==> src/source/spi_apb_cfg.svh <==
// Register map and clock divider defaults of the APB SPI master

`ifndef SPI_APB_CFG_SVH
`define SPI_APB_CFG_SVH

//////////////////////////////////////////////////////////////////////
// Register byte offsets
//////////////////////////////////////////////////////////////////////

// Divider, lane mode and interrupt enable
`define SPI_REG_CTRL    32'h0000_0000
// Write starts one byte transfer
`define SPI_REG_TXDATA  32'h0000_0004
// Last received byte, read clears done
`define SPI_REG_RXDATA  32'h0000_0008
// Bit 0 busy, bit 1 done
`define SPI_REG_STATUS  32'h0000_000C

//////////////////////////////////////////////////////////////////////
// Clock divider
//////////////////////////////////////////////////////////////////////

// Half sck period is divider + 1 clk cycles
`define SPI_DIV_W       8
`define SPI_DIV_RESET   3

`endif

==> src/source/spi_apb_pkg.sv <==
// Shared types of the SPI master: lane modes, command and response words

`include "spi_apb_cfg.svh"

package spi_apb_pkg;

	// How the dq lanes are used for one byte
	typedef enum logic [1:0] {
		LANE_SINGLE  = 2'd0,
		LANE_QUAD_TX = 2'd1,
		LANE_QUAD_RX = 2'd2
	} lane_mode_e;

	// One byte transfer request, 18 bits
	typedef struct packed {
		logic [7:0]            tx_byte;
		lane_mode_e            mode;
		logic [`SPI_DIV_W-1:0] div;
	} spi_cmd_t;

	// Byte collected from the lanes
	typedef struct packed {
		logic [7:0] rx_byte;
	} spi_rsp_t;

	// Output enables of dq3..dq0 for a lane mode
	function automatic logic [3:0] lane_oe(lane_mode_e mode);
		case (mode)
			LANE_QUAD_TX: lane_oe = 4'b1111;
			LANE_QUAD_RX: lane_oe = 4'b0000;
			default:      lane_oe = 4'b0001;
		endcase
	endfunction

	// Index of the final falling sck edge, 8 periods single or 2 quad
	function automatic logic [4:0] last_edge_idx(lane_mode_e mode);
		if (mode == LANE_QUAD_TX || mode == LANE_QUAD_RX)
			last_edge_idx = 5'd3;
		else
			last_edge_idx = 5'd15;
	endfunction

endpackage

==> src/source/apb_reg_bridge.sv <==
// APB register file that issues SPI commands, keeps the received byte and drives the interrupt

`timescale 1ns/1ps
`include "spi_apb_cfg.svh"

module apb_reg_bridge
	import spi_apb_pkg::*;
(
	input  logic        clk,
	input  logic        rst_i,
	input  logic        psel_i,
	input  logic        penable_i,
	input  logic        pwrite_i,
	input  logic [31:0] paddr_i,
	input  logic [31:0] pwdata_i,
	output logic [31:0] prdata_o,
	output logic        pready_o,
	output logic        pslverr_o,
	output logic        cmd_req_o,
	input  logic        cmd_ack_i,
	output spi_cmd_t    cmd_o,
	input  logic        rsp_valid_i,
	input  spi_rsp_t    rsp_i,
	input  logic [1:0]  busy_i,
	output logic        interrupt_o
);

	logic [`SPI_DIV_W-1:0] div_q;
	lane_mode_e            mode_q;
	logic                  ien_q;
	logic                  done_q;
	logic                  cmd_req_q;
	logic [7:0]            rx_q;
	spi_cmd_t              cmd_q;
	logic                  access;
	logic                  sel_ctrl;
	logic                  sel_tx;
	logic                  sel_rx;
	logic                  sel_stat;
	logic                  addr_ok;
	logic                  tx_stall;
	logic                  acc_done;
	logic                  busy;

	assign access   = psel_i & penable_i;
	assign sel_ctrl = (paddr_i == `SPI_REG_CTRL);
	assign sel_tx   = (paddr_i == `SPI_REG_TXDATA);
	assign sel_rx   = (paddr_i == `SPI_REG_RXDATA);
	assign sel_stat = (paddr_i == `SPI_REG_STATUS);
	assign addr_ok  = sel_ctrl | sel_tx | sel_rx | sel_stat;

	// A new request waits until the previous handshake is fully closed
	assign tx_stall  = sel_tx & pwrite_i & (cmd_req_q | cmd_ack_i);
	assign pready_o  = access & ~tx_stall;
	assign pslverr_o = access & ~addr_ok;
	assign acc_done  = access & ~tx_stall & addr_ok;

	// Busy covers an open request, the slot entry and the shifting engine
	assign busy = cmd_req_q | (|busy_i);

	always_comb begin
		prdata_o = '0;
		if (sel_ctrl) begin
			prdata_o[`SPI_DIV_W-1:0] = div_q;
			prdata_o[9:8]            = mode_q;
			prdata_o[16]             = ien_q;
		end else if (sel_rx) begin
			prdata_o[7:0] = rx_q;
		end else if (sel_stat) begin
			prdata_o[1:0] = {done_q, busy};
		end
	end

	always_ff @(posedge clk) begin
		if (rst_i) begin
			div_q     <= `SPI_DIV_W'(`SPI_DIV_RESET);
			mode_q    <= LANE_SINGLE;
			ien_q     <= 1'b0;
			done_q    <= 1'b0;
			cmd_req_q <= 1'b0;
		end else begin
			if (cmd_req_q && cmd_ack_i)
				cmd_req_q <= 1'b0;
			if (acc_done && pwrite_i && sel_ctrl) begin
				div_q  <= pwdata_i[`SPI_DIV_W-1:0];
				mode_q <= lane_mode_e'(pwdata_i[9:8]);
				ien_q  <= pwdata_i[16];
			end
			if (acc_done && pwrite_i && sel_tx)
				cmd_req_q <= 1'b1;
			if (acc_done && !pwrite_i && sel_rx)
				done_q <= 1'b0;
			// A finishing transfer wins over a clearing read
			if (rsp_valid_i)
				done_q <= 1'b1;
		end
	end

	// Command word takes the CTRL settings at the time of the write
	always_ff @(posedge clk) begin
		if (acc_done && pwrite_i && sel_tx) begin
			cmd_q.tx_byte <= pwdata_i[7:0];
			cmd_q.mode    <= mode_q;
			cmd_q.div     <= div_q;
		end
		if (rsp_valid_i)
			rx_q <= rsp_i.rx_byte;
	end

	assign cmd_req_o   = cmd_req_q;
	assign cmd_o       = cmd_q;
	assign interrupt_o = done_q & ien_q;

	cmd_stable_a: assert property (@(posedge clk) disable iff (rst_i)
		cmd_req_o |=> (!cmd_req_o || $stable(cmd_o)))
		else $error("command payload changed during an open request");

endmodule

==> src/source/spi_cmd_slot.sv <==
// One-entry command stage with four-phase handshakes toward the bridge and the engine

`timescale 1ns/1ps

module spi_cmd_slot
	import spi_apb_pkg::*;
(
	input  logic     clk,
	input  logic     rst_i,
	input  logic     in_req_i,
	output logic     in_ack_o,
	input  spi_cmd_t in_cmd_i,
	output logic     out_req_o,
	input  logic     out_ack_i,
	output spi_cmd_t out_cmd_o,
	output logic     occupied_o
);

	typedef enum logic [1:0] {IN_IDLE, IN_LOAD, IN_ACK} in_state_e;
	typedef enum logic [1:0] {OUT_IDLE, OUT_REQ, OUT_WAIT} out_state_e;

	in_state_e  in_st_q;
	out_state_e out_st_q;
	logic       full_q;
	spi_cmd_t   buf_q;

	always_ff @(posedge clk) begin
		if (rst_i) begin
			in_st_q  <= IN_IDLE;
			out_st_q <= OUT_IDLE;
			full_q   <= 1'b0;
		end else begin
			// Input side
			case (in_st_q)
				IN_IDLE: if (in_req_i && !full_q) in_st_q <= IN_LOAD;
				IN_LOAD: begin
					full_q  <= 1'b1;
					in_st_q <= IN_ACK;
				end
				default: if (!in_req_i) in_st_q <= IN_IDLE;
			endcase
			// Output side frees the entry once the engine has it
			case (out_st_q)
				OUT_IDLE: if (full_q) out_st_q <= OUT_REQ;
				OUT_REQ: begin
					if (out_ack_i) begin
						full_q   <= 1'b0;
						out_st_q <= OUT_WAIT;
					end
				end
				default: if (!out_ack_i) out_st_q <= OUT_IDLE;
			endcase
		end
	end

	always_ff @(posedge clk) begin
		if (in_st_q == IN_LOAD)
			buf_q <= in_cmd_i;
	end

	assign in_ack_o   = (in_st_q == IN_ACK);
	assign out_req_o  = (out_st_q == OUT_REQ);
	assign out_cmd_o  = buf_q;
	assign occupied_o = full_q | (in_st_q == IN_LOAD);

	req_after_ack_low_a: assert property (@(posedge clk) disable iff (rst_i)
		$rose(out_req_o) |-> !out_ack_i)
		else $error("engine request raised before the previous ack fell");

endmodule

==> src/source/spi_shift_engine.sv <==
// SPI mode 0 shift engine: sck and chip select generation, single and quad lane shifting

`timescale 1ns/1ps
`include "spi_apb_cfg.svh"

module spi_shift_engine
	import spi_apb_pkg::*;
(
	input  logic       clk,
	input  logic       rst_i,
	input  logic       cmd_req_i,
	output logic       cmd_ack_o,
	input  spi_cmd_t   cmd_i,
	output logic       rsp_valid_o,
	output spi_rsp_t   rsp_o,
	output logic       active_o,
	output logic       spi_clk_o,
	output logic       spi_cs_o,
	input  logic [3:0] dq_i,
	output logic [3:0] dq_o,
	output logic [3:0] dq_oe_o
);

	logic                  cs_q;
	logic                  sck_q;
	logic                  ack_q;
	logic                  rsp_valid_q;
	logic [`SPI_DIV_W-1:0] half_cnt_q;
	logic [4:0]            edge_cnt_q;
	logic [`SPI_DIV_W-1:0] div_q;
	lane_mode_e            mode_q;
	logic [7:0]            tx_q;
	logic [7:0]            rx_q;
	spi_rsp_t              rsp_q;
	logic                  start;
	logic                  tick;
	logic                  last_edge;
	logic                  quad;

	// New command only when idle and the last handshake has closed
	assign start     = cs_q & cmd_req_i & ~ack_q;
	assign tick      = ~cs_q & (half_cnt_q == div_q);
	assign last_edge = (edge_cnt_q == last_edge_idx(mode_q));
	assign quad      = (mode_q == LANE_QUAD_TX) | (mode_q == LANE_QUAD_RX);

	//////////////////////////////////////////////////////////////////////
	// Control: handshake, half period counter, sck and chip select
	//////////////////////////////////////////////////////////////////////

	always_ff @(posedge clk) begin
		if (rst_i) begin
			cs_q        <= 1'b1;
			sck_q       <= 1'b0;
			ack_q       <= 1'b0;
			rsp_valid_q <= 1'b0;
			half_cnt_q  <= '0;
			edge_cnt_q  <= '0;
		end else begin
			rsp_valid_q <= 1'b0;
			if (ack_q && !cmd_req_i)
				ack_q <= 1'b0;
			if (start) begin
				ack_q      <= 1'b1;
				cs_q       <= 1'b0;
				half_cnt_q <= '0;
				edge_cnt_q <= '0;
			end else if (!cs_q) begin
				if (tick) begin
					half_cnt_q <= '0;
					edge_cnt_q <= edge_cnt_q + 5'd1;
					sck_q      <= ~sck_q;
					// Last falling edge ends the byte and releases cs
					if (sck_q && last_edge) begin
						cs_q        <= 1'b1;
						rsp_valid_q <= 1'b1;
					end
				end else begin
					half_cnt_q <= half_cnt_q + 1'b1;
				end
			end
		end
	end

	//////////////////////////////////////////////////////////////////////
	// Data path, MSB first
	//////////////////////////////////////////////////////////////////////

	always_ff @(posedge clk) begin
		if (start) begin
			tx_q   <= cmd_i.tx_byte;
			mode_q <= cmd_i.mode;
			div_q  <= cmd_i.div;
		end else if (tick) begin
			if (!sck_q) begin
				// Rising sck samples
				rx_q <= quad ? {rx_q[3:0], dq_i} : {rx_q[6:0], dq_i[1]};
			end else begin
				// Falling sck shifts the next bits out
				tx_q <= quad ? {tx_q[3:0], 4'h0} : {tx_q[6:0], 1'b0};
				if (last_edge)
					rsp_q.rx_byte <= rx_q;
			end
		end
	end

	assign dq_o        = quad ? tx_q[7:4] : {3'b000, tx_q[7]};
	assign dq_oe_o     = cs_q ? 4'b0000 : lane_oe(mode_q);
	assign spi_clk_o   = sck_q;
	assign spi_cs_o    = cs_q;
	assign active_o    = ~cs_q;
	assign cmd_ack_o   = ack_q;
	assign rsp_valid_o = rsp_valid_q;
	assign rsp_o       = rsp_q;

	sck_inside_cs_a: assert property (@(posedge clk) disable iff (rst_i)
		$changed(spi_clk_o) |-> !$past(spi_cs_o))
		else $error("sck toggled while chip select was high");

endmodule

==> src/source/spi_apb_top.sv <==
// APB SPI master top level joining the register bridge, the command slot and the shift engine

`timescale 1ns/1ps

module spi_apb_top
	import spi_apb_pkg::*;
(
	input  logic        clk,
	input  logic        rst_i,
	input  logic        psel_i,
	input  logic        penable_i,
	input  logic        pwrite_i,
	input  logic [31:0] paddr_i,
	input  logic [31:0] pwdata_i,
	output logic [31:0] prdata_o,
	output logic        pready_o,
	output logic        pslverr_o,
	output logic        spi_clk_o,
	output logic        spi_cs_o,
	input  logic [3:0]  dq_i,
	output logic [3:0]  dq_o,
	output logic [3:0]  dq_oe_o,
	output logic        interrupt_o
);

	// Bridge to slot
	logic     cmd_req;
	logic     cmd_ack;
	spi_cmd_t cmd;
	// Slot to engine
	logic     eng_req;
	logic     eng_ack;
	spi_cmd_t eng_cmd;
	// Engine back to bridge
	logic     rsp_valid;
	spi_rsp_t rsp;
	logic     occupied;
	logic     active;

	apb_reg_bridge apb_reg_bridge_inst (
		.clk         (clk),
		.rst_i       (rst_i),
		.psel_i      (psel_i),
		.penable_i   (penable_i),
		.pwrite_i    (pwrite_i),
		.paddr_i     (paddr_i),
		.pwdata_i    (pwdata_i),
		.prdata_o    (prdata_o),
		.pready_o    (pready_o),
		.pslverr_o   (pslverr_o),
		.cmd_req_o   (cmd_req),
		.cmd_ack_i   (cmd_ack),
		.cmd_o       (cmd),
		.rsp_valid_i (rsp_valid),
		.rsp_i       (rsp),
		.busy_i      ({active, occupied}),
		.interrupt_o (interrupt_o)
	);

	spi_cmd_slot spi_cmd_slot_inst (
		.clk        (clk),
		.rst_i      (rst_i),
		.in_req_i   (cmd_req),
		.in_ack_o   (cmd_ack),
		.in_cmd_i   (cmd),
		.out_req_o  (eng_req),
		.out_ack_i  (eng_ack),
		.out_cmd_o  (eng_cmd),
		.occupied_o (occupied)
	);

	spi_shift_engine spi_shift_engine_inst (
		.clk         (clk),
		.rst_i       (rst_i),
		.cmd_req_i   (eng_req),
		.cmd_ack_o   (eng_ack),
		.cmd_i       (eng_cmd),
		.rsp_valid_o (rsp_valid),
		.rsp_o       (rsp),
		.active_o    (active),
		.spi_clk_o   (spi_clk_o),
		.spi_cs_o    (spi_cs_o),
		.dq_i        (dq_i),
		.dq_o        (dq_o),
		.dq_oe_o     (dq_oe_o)
	);

endmodule

==> config.mk <==
export PLATFORM = sky130hd
export DESIGN_NAME = spi_apb_top
export DESIGN_NICKNAME = d
export VERILOG_FILES = /design/src/source/spi_apb_pkg.sv /design/src/source/apb_reg_bridge.sv /design/src/source/spi_cmd_slot.sv /design/src/source/spi_shift_engine.sv /design/src/source/spi_apb_top.sv
export VERILOG_INCLUDE_DIRS = /design/src /design/src/source
export SDC_FILE = /design/constraint.sdc
export NUM_CORES = 1
export LEC_CHECK = 0
export ABC_AREA = 1
export BUFFER_PORTS_ARGS = -buffer_cell sky130_fd_sc_hd__buf_2
export CORE_MARGIN = 2
export CORE_UTILIZATION = 50
export DETAILED_ROUTE_END_ITERATION = 10
export GPL_TIMING_DRIVEN = 0
export PLACE_DENSITY_LB_ADDON = 0.2
export SLEW_MARGIN = 40
export SYNTH_ARGS = -nofsm -noshare
export SYNTH_HDL_FRONTEND = slang
export SYNTH_SLANG_ARGS = --single-unit
==> constraint.sdc <==
create_clock -name clk -period 3.7 [get_ports clk]
set_input_delay 0.74 -clock clk [delete_from_list [all_inputs] [get_ports clk]]
set_output_delay 0.74 -clock clk [all_outputs]
set_load 0.02 [all_outputs]
# Word level (Yosys, flattened, before mapping)
# Cells that the tools add are included.
# word_totals
regBits	113
latch_bits	0
ram_bits	0
romBits	0
in_bits	73
output_inout_bits	45
elab_cells	133
memories	0
# op_classes
addsub	2
n_mul	0
div_mod_pow	0
n_lt_le_gt_ge	0
n_eq_ne	15
n_shift	0
mux	36
bitwise	23
n_reduce_logical	31
# op_table
cell	count
32-bit by 4-bit equality test with 1-bit output, second input constant	2
8-bit two-way mux	7
32-bit by 3-bit equality test with 1-bit output, second input constant	1
32-bit logical NOT	1
2-bit two-way mux	8
1-bit two-way mux	14
4-bit two-way mux	3
1-bit bitwise AND	10
2-bit nonzero test	5
1-bit logical AND	9
3-bit AND reduction	3
8-bit by 1-bit adder with 8-bit output, second input constant	1
8-bit equality test	1
2-bit one-hot mux with 2 select lines	2
4-bit one-hot mux with 2 select lines	1
1-bit OR	7
2-bit by 1-bit equality test with 1-bit output, second input constant	3
6-bit two-way mux	1
1-bit NOT	6
2-bit AND reduction	3
5-bit by 1-bit adder with 5-bit output, second input constant	1
5-bit by 4-bit equality test with 1-bit output	1
2-bit equality test, second input constant	2
2-bit logical NOT	2
other kinds (9)	13

# Depth between registers and ports, before layout
# Gate-level depths: netlist of run 1.
# logic_depth
word_depth	10
ltp_mapped	13

# Modules after synthesis
# From an unflattened synthesis of run 1, not the netlist that was laid out.
# unflattened
hier_cells	540
hier_area_um2	5128.7
# by_module_without_submodules
mod	instances	cells_per_inst	area_per_inst_um2	seq_area_each_um2
spi_shift_engine	1	277	2414.8	1361.3
apb_reg_bridge	1	214	1964.4	1041.0
spi_cmd_slot	1	49	749.5	640.6

# Worst setup path after synthesis of run 1
# OpenSTA, ideal clock, no wires.
# synth_path
path_kind	input to register
startpoint	input port paddr_i[31]
endpoint	register apb_reg_bridge_inst.cmd_q (netlist bit apb_reg_bridge_inst.cmd_o[0]) (enable)
setup_ps	422
t_arrival_ps	2759
required_time_ps	3278
setup_slack_ps	519
cell_stages	6
path_cell_list	nor2_1 > nand2_1 > nor2_1 > nand2_2 > nor2_2 > nor3b_1
# synth_via
elab_chain_cells	8
word_cells_on_any_way	14
classes_between	3 x eq/ne; 8 x bitwise; 3 x reduce/logical
# synth_rtl
item	line_no	text
from (decl)	spi_apb_top.sv:13	input logic [31:0] paddr_i,
32-bit by 3-bit equality test with 1-bit output (no line)	n/a	
1-bit bitwise AND (2 in series)	apb_reg_bridge.sv:53	assign tx_stall = sel_tx & pwrite_i & (cmd_req_q | cmd_ack_i);
1-bit NOT	apb_reg_bridge.sv:56	assign acc_done = access & ~tx_stall & addr_ok;
1-bit bitwise AND (2 in series)	apb_reg_bridge.sv:56	
1-bit logical AND	apb_reg_bridge.sv:101	if (acc_done && pwrite_i && sel_tx) begin
1-bit logical AND *	apb_reg_bridge.sv:101	
to (decl)	apb_reg_bridge.sv:34	spi_cmd_t cmd_q;
# Every way passes the cells marked *; elsewhere a longest branch is shown, timed or not.
# A chain may end at the register's enable or synchronous reset.

# Final worst setup path of run 1
# layout_path
startpoint	register spi_shift_engine_inst.mode_q[1]
endpoint	output port dq_o[1]
# layout_via
elab_chain_cells	3
word_cells_on_any_way	4
classes_between	2 x eq/ne; 1 x mux; 1 x bitwise
# layout_rtl
item	line_no	text
from (decl)	spi_shift_engine.sv:31	lane_mode_e mode_q;
from (signal assigned)	spi_shift_engine.sv:91	mode_q <= cmd_i.mode;
2-bit by 1-bit equality test with 1-bit output or 2-bit equality test (tied branches)	spi_shift_engine.sv:44	assign quad = (mode_q == LANE_QUAD_TX) | (mode_q == LANE_QUAD_RX);
1-bit OR *	spi_shift_engine.sv:44	
4-bit two-way mux *	spi_shift_engine.sv:106	assign dq_o = quad ? tx_q[7:4] : {3'b000, tx_q[7]};
to (decl)	spi_apb_top.sv:21	output logic [3:0] dq_o,
# Marked as above.

==> flow_summary.json, run 1 <==
{
  "route.detailed.drc": 0,
  "reg2reg_from": "spi_shift_engine_inst.mode_q[1]",
  "synth_edf_count": 78,
  "cts_resized": 0,
  "wl_met3_um": 462,
  "post_cts_buffers": 0,
  "cts_buffer_depth": 2,
  "rows": 35,
  "drt-initial-drc-count": 93,
  "power.switching_uw": 627,
  "reg2reg_setup_slack_ns": 1.33,
  "viasPerCell": 4.85,
  "design_area_um2": 6080,
  "synth_common_cells": "nand2_1, edfxtp_1, nor2_1",
  "wl_met1_mm": 3.86,
  "gr-total-overflow": 0,
  "cts_inserted_buffers": 17,
  "critical_path_class": "reg2out",
  "ys.flop_type": "edfxtp_1",
  "p_seq_share_pct": 44.1,
  "synth_top_family_by_area": "simple AND/OR/NAND/NOR gates",
  "grt_pass1_wl_mm": 15.4,
  "synth_top_cells_by_area": "edfxtp_1, dfxtp_1, nand2_1, nor2_1, buf_4",
  "yosys.cell_types.count": 36,
  "cp_data_arrival_time_ns": 2.37,
  "grt_pass1_vias": 3458,
  "dpl.cell_count": 705,
  "synth.yosys.seq_area_share_pct": 62.7,
  "setup_viol": 0,
  "final_cells": 736,
  "outcome": "finished clean",
  "p_sw_share_pct": 20.7,
  "yosysTopAreaCellShare_pct": 48.2,
  "startpoint_type": "flop",
  "synthXorXnorAreaFrac_pct": 1.26,
  "synth-compound-area-share_pct": 4.92,
  "worstRegToRegCells": 6,
  "place_hpwl_mm": 6.82,
  "tightestPinTransition_ns": 0.722,
  "placed_area_um2": 5500,
  "synthMuxAreaShare_pct": 0,
  "clock_latency_ns": 0.51,
  "clk_pin_slew_ns": 0.05,
  "die-height_um": 103,
  "synth_fa_ha_area_share_pct": 1.03,
  "num_io_pins": 118,
  "drv_slew": 0,
  "root_buffer": "clkbuf_8",
  "drv_cap": 0,
  "first_pass_iters": 5,
  "die-area_um2": 10500,
  "synth-simple-area-share_pct": 21.9,
  "critical_path.top_delay_family": "buffers and inverters",
  "cts_sinks": 113,
  "max-slew-margin-rel_pct": 51.7,
  "grt_max_degree": 21,
  "yosysMostFrequentCell": "nand2_1",
  "tritoncts": "yes",
  "post-route-min-period_ns": 3.11,
  "synth_area_um2": 4860,
  "crit_top_cell": "clkbuf_1",
  "ir_worst_vdd_mv": 0.414,
  "clkPwrFrac_pct": 52.6,
  "grt_usage_pct": 19.7,
  "powerDensity_nw_per_um2": 498,
  "synth_top_area_cell": "edfxtp_1",
  "yosys_register_bits": 113,
  "drt_wl_total_mm": 9.51,
  "area.growth.synth_to_final_pct": 25.3,
  "cp.depth": 5,
  "fp.dieW_um": 103,
  "rsz0062_at_grt": "false",
  "fmax_ghz": 0.321,
  "timing.rr.end": "spi_shift_engine_inst.rsp_o[0]",
  "antenna_found_initial": 0,
  "vias": 3567,
  "cts_max_level": 4,
  "hold_class": "reg2reg",
  "yosys_warnings": 0,
  "syn_area_per_cell_um2": 10.1,
  "leakage_nw": 2.54,
  "endpoint": "dq_o[1]",
  "n_antenna_cell": 0,
  "synth_cells": 479,
  "required_ns": 2.96,
  "min_period_over_period_pct": 84.1,
  "nFillCells": 727,
  "path_buf_inv": 3,
  "wl_per_cell_um": 12.9,
  "max_stage_delay_ns": 0.44,
  "cts_hold_buf": 0,
  "start_util_pct": 52.1,
  "cp_slowest_cell": "clkbuf_1",
  "maxUsedRoutingLayer": "met4",
  "drive_above_1_share_pct": 26.2,
  "endpoint_kind": "primary output",
  "final_antenna_net_count": 0,
  "met2WireLength_mm": 5.02,
  "fin_skew_ns": 0.00714,
  "port_buffers": 75,
  "crit_start": "spi_shift_engine_inst.mode_q[1]",
  "routabilityCongestion": 0.897,
  "layout.nets": 672,
  "crit_chain": "ha_1 > clkbuf_1 > clkbuf_1 > nor2_1 > buf_2",
  "p_int_mw": 2.40,
  "synth-async-reset-ratio_pct": 0,
  "pwr-share-comb_pct": 3.2,
  "core_area_um2": 9330,
  "hold_violations": 0,
  "path_max_fanout": 10
}
## state kept, by name (all words and copies together) (netlist names), 2 cells and up
name	flops
apb_reg_bridge_inst.cmd_o	18
apb_reg_bridge_inst.div_q	8
apb_reg_bridge_inst.mode_q	2
apb_reg_bridge_inst.rx_q	8
spi_cmd_slot_inst.in_st_q	2
spi_cmd_slot_inst.out_cmd_o	18
spi_cmd_slot_inst.out_st_q	2
spi_shift_engine_inst.div_q	8
spi_shift_engine_inst.edge_cnt_q	5
spi_shift_engine_inst.half_cnt_q	8
spi_shift_engine_inst.mode_q	2
spi_shift_engine_inst.rsp_o	8
spi_shift_engine_inst.rx_q	8
spi_shift_engine_inst.tx_q	8
## worst min-delay path by stage
| stage | slack, ns | end | cells past startpoint | start |
|---|---|---|---|---|
| final | 0.42 | spi_shift_engine_inst.div_q[4] | 0 | spi_cmd_slot_inst.out_cmd_o[4] |
| after global routing | 0.40 | apb_reg_bridge_inst.cmd_o[13] | 1 | pwdata_i[3] |
| after CTS | 0.40 | apb_reg_bridge_inst.cmd_o[14] | 1 | pwdata_i[4] |
| after detailed placement | 0.40 | apb_reg_bridge_inst.rx_q[3] | 0 | spi_shift_engine_inst.rsp_o[3] |
| after global placement | 0.40 | spi_cmd_slot_inst.out_cmd_o[1] | 0 | apb_reg_bridge_inst.cmd_o[1] |
| after floorplan | 0.40 | apb_reg_bridge_inst.rx_q[0] | 0 | spi_shift_engine_inst.rsp_o[0] |
## cell type report
type / count / area (um^2) / area share, %
Sequential cell: 113 / 3040 / 50.0
Multi-Input combinational cell: 307 / 1520 / 24.9
Clock buffer: 18 / 418 / 6.87
Timing Repair Buffer: 77 / 388 / 6.38
Buffer: 32 / 218 / 3.58
Inverter: 47 / 176 / 2.90
Clock inverter: 13 / 163 / 2.67
Tap cell: 129 / 161 / 2.65
## through the flow
stage | utilization, % | TNS (ns) | total power [mW] | hold WS, ns | setup slack [ns]
2_1_floorplan | - | 0 | 1.42 | 0.400 | 0.519
6_report | 65.2 | 0 | 3.03 | 0.416 | 0.588
3_5_place_dp | 59.0 | 0 | 1.46 | 0.405 | 0.800
5_1_grt | 65.2 | 0 | 3.11 | 0.401 | 0.436
3_3_place_gp | 58.6 | -2.72 | 1.46 | 0.402 | -0.153
4_1_cts | 65.2 | 0 | 3.04 | 0.397 | 0.545
## layout by cell type (no fill, tap or decap), types with 2 or more instances in the layout
master      count
o21ai_0        14
conb_1         21
buf_4          24
clkbuf_1        5
clkbuf_16      16
clkinvlp_4      3
nor2_4          5
bufinv_16       3
nor2_2          8
buf_2          79
inv_6           2
a21oi_1        14
nand2_1        94
nor3_1          2
clkinv_2        3
edfxtp_1       78
nor2_1         75
clkinv_4        2
dfxtp_1        35
xor2_1          5
nand4_1        12
ha_1            4
a31oi_1         4
nor3b_1         3
xnor2_1         2
a32o_1          5
nand3_1        23
nor4_1          2
inv_1          46
nand2_2         4
## power groups by stage
stage / clock (mW) / combinational [mW] / sequential [mW]
6_report: 1.59 / 0.0976 / 1.34
5_1_grt: 1.66 / 0.108 / 1.34
4_1_cts: 1.61 / 0.0966 / 1.34
3_5_place_dp: 0 / 0.0963 / 1.36
3_3_place_gp: 0 / 0.0941 / 1.36
2_1_floorplan: 0 / 0.0585 / 1.36
## metal layers
| layer | GRT usage [%] | vias to the layer above |
|---|---|---|
| met5 | 0 | - |
| li1 | - | 1788 |
| met1 | 21.8 | 1654 |
| met3 | 5.49 | 19 |
| met4 | 9.33 | 0 |
| met2 | 35.0 | 106 |
## worst register-to-register path, stage by stage, from the launching register on
cell and delay, ns:
edfxtp_1 0.38, ha_1 0.35, clkbuf_1 0.42, nand3_1 0.13
a21oi_1 0.18, nand3_1 0.24, inv_1 0.34
## logic make-up (layout without fill, tap and decap cells)
group	after synthesis	count (layout)
AND/OR/NAND/NOR	235	235
flip-flops	113	113
adder cells (fa/ha/maj)	4	4
other	1	21
buffers and inverters	79	187
XOR/XNOR	7	7
AO/OA/AOI/OAI	40	40
No activity file was read; power rests on OpenSTA's default activity.
==> inputs of run 2 (changes only) <==
- clock period: 3.7 -> 2.9 ns (I/O delays scaled with it)
==> flow_summary.json, run 2 (same netlist as run 1, synthesis figures left out) <==
{
  "cp_slowest_cell": "edfxtp_1",
  "crit_start": "spi_shift_engine_inst.mode_q[1]",
  "post_cts_buffers": 0,
  "hold_violations": 0,
  "path_buf_inv": 3,
  "num_io_pins": 118,
  "layout.nets": 670,
  "cts_buffer_depth": 2,
  "tns_ns": 0,
  "max_stage_delay_ns": 0.39,
  "clock_latency_ns": 0.52,
  "min_period_over_period_pct": 90.5,
  "port_buffers": 75,
  "drv_cap": 0,
  "gr-total-overflow": 0,
  "drv_slew": 0,
  "antenna_found_initial": 0,
  "path_max_fanout": 10,
  "place_hpwl_mm": 6.85,
  "rsz0062_at_grt": "false",
  "route.detailed.drc": 0,
  "nFillCells": 754,
  "grt_usage_pct": 19.9,
  "ir_worst_vdd_mv": 0.378,
  "layout_common_cells": "nand2_1, buf_2, edfxtp_1, nor2_1, inv_1",
  "final_antenna_net_count": 0,
  "core_area_um2": 9330,
  "drive_above_1_share_pct": 26.4,
  "outcome": "finished clean",
  "routabilityCongestion": 0.901,
  "wl_per_cell_um": 12.9,
  "setup_viol": 0,
  "leakage_nw": 2.51,
  "viasPerCell": 4.82,
  "whs_ns": 0.253,
  "die-area_um2": 10500,
  "drt_wl_total_mm": 9.48,
  "critical_path_class": "reg2out",
  "endpoint_kind": "primary output",
  "tritoncts": "yes",
  "first_pass_iters": 4,
  "power_mw": 3.60,
  "reg2reg_setup_slack_ns": 0.53,
  "reg2reg_from": "spi_shift_engine_inst.spi_cs_o",
  "met1_usage_pct": 22.7,
  "rows": 35,
  "tightestPinTransition_ns": 0.703,
  "grt-busiest-layer": "met2",
  "fin_skew_ns": 0.00914,
  "die-height_um": 103,
  "start_util_pct": 52.1,
  "root_buffer": "clkbuf_8",
  "powerDensity_nw_per_um2": 599,
  "layout_setup_ws_ns": 0.274,
  "crit_top_cell": "clkbuf_2",
  "max-slew-margin-rel_pct": 53.0,
  "use_met3_pct": 6.37,
  "drt-initial-drc-count": 93,
  "required_ns": 2.32,
  "grt_max_degree": 21,
  "preCtsSetupSlack_ns": 0.317,
  "startpoint_type": "flop",
  "vias": 3540,
  "cts_max_level": 4,
  "cts_sinks": 113,
  "area.growth.synth_to_final_pct": 23.8,
  "met2_usage_pct": 33.6,
  "n_antenna_cell": 0,
  "grt_pass1_vias": 3347,
  "final_common_cell": "nand2_1",
  "fmax_ghz": 0.381,
  "grt_pass1_wl_mm": 15.4,
  "critical_path.top_delay_family": "buffers and inverters",
  "clk_pin_slew_ns": 0.06,
  "crit_chain": "ha_1 > clkbuf_2 > clkbuf_2 > nor2_1 > buf_2",
  "hold_class": "in2reg",
  "hp-start": "pwdata_i[4]",
  "cts_inserted_buffers": 17,
  "fp.dieW_um": 103,
  "cp_data_arrival_time_ns": 2.05,
  "post-route-min-period_ns": 2.63
}
run 2: cell types whose count changed in the layout (fill, tap and decap cells not counted), sizes merged:
cell      change
clkinvlp      +1
inv           -1
bufinv        -3
clkbuf        -1
buf           -1
clkinv        +4
run 2: final timing paths:
path,to,cells after the start
setup reg to reg,spi_shift_engine_inst.rsp_o[7],8
setup / recovery,dq_o[2],5
hold reg to reg,apb_reg_bridge_inst.rx_q[7],0
hold / removal,apb_reg_bridge_inst.cmd_o[14],1
run 2: final cells by class:
cell class                 count  area (um^2)  area share (%)
timing repair buffer          76          383            6.37
tap                          129          161            2.68
inverter                      47          176            2.93
clock buffer                  18          418            6.95
clock inverter                14         93.8            1.56
multi-input combinational    307         1520            25.3
buffer                        31          216            3.60
sequential                   113         3040            50.6
run 2: routing by layer:
layer,routed length (um),share of wire (%),vias up
met4,132,1.4,0
met3,499,5.3,13
met5,0,0,-
met2,4940,52,100
li1,-,-,1790
met1,3910,41,1637
run 2: timing repair:
item                                    4_1_cts  5_1_grt
hold endpoints to repair                      0        0
endpoints found under the setup margin        3        4
gates resized for setup                       1        2
hold buffers                                  0        0
run 2: through the flow:
step / std cells / cell area, um^2 / utilization (%)
after global routing: 735 / 6010 / 64.5
after floorplan: 499 / 4940 / -
after detailed placement: 704 / 5500 / 59.0
after global placement: 703 / 5470 / 58.7
final: 735 / 6010 / 64.5
after CTS: 736 / 6010 / 64.5
run 2: power breakdown:
group           switching [mW]  internal, mW
combinational           0.0706        0.0540
clock                    0.731          1.04
sequential     0.0000000000116          1.70
total                    0.802          2.80
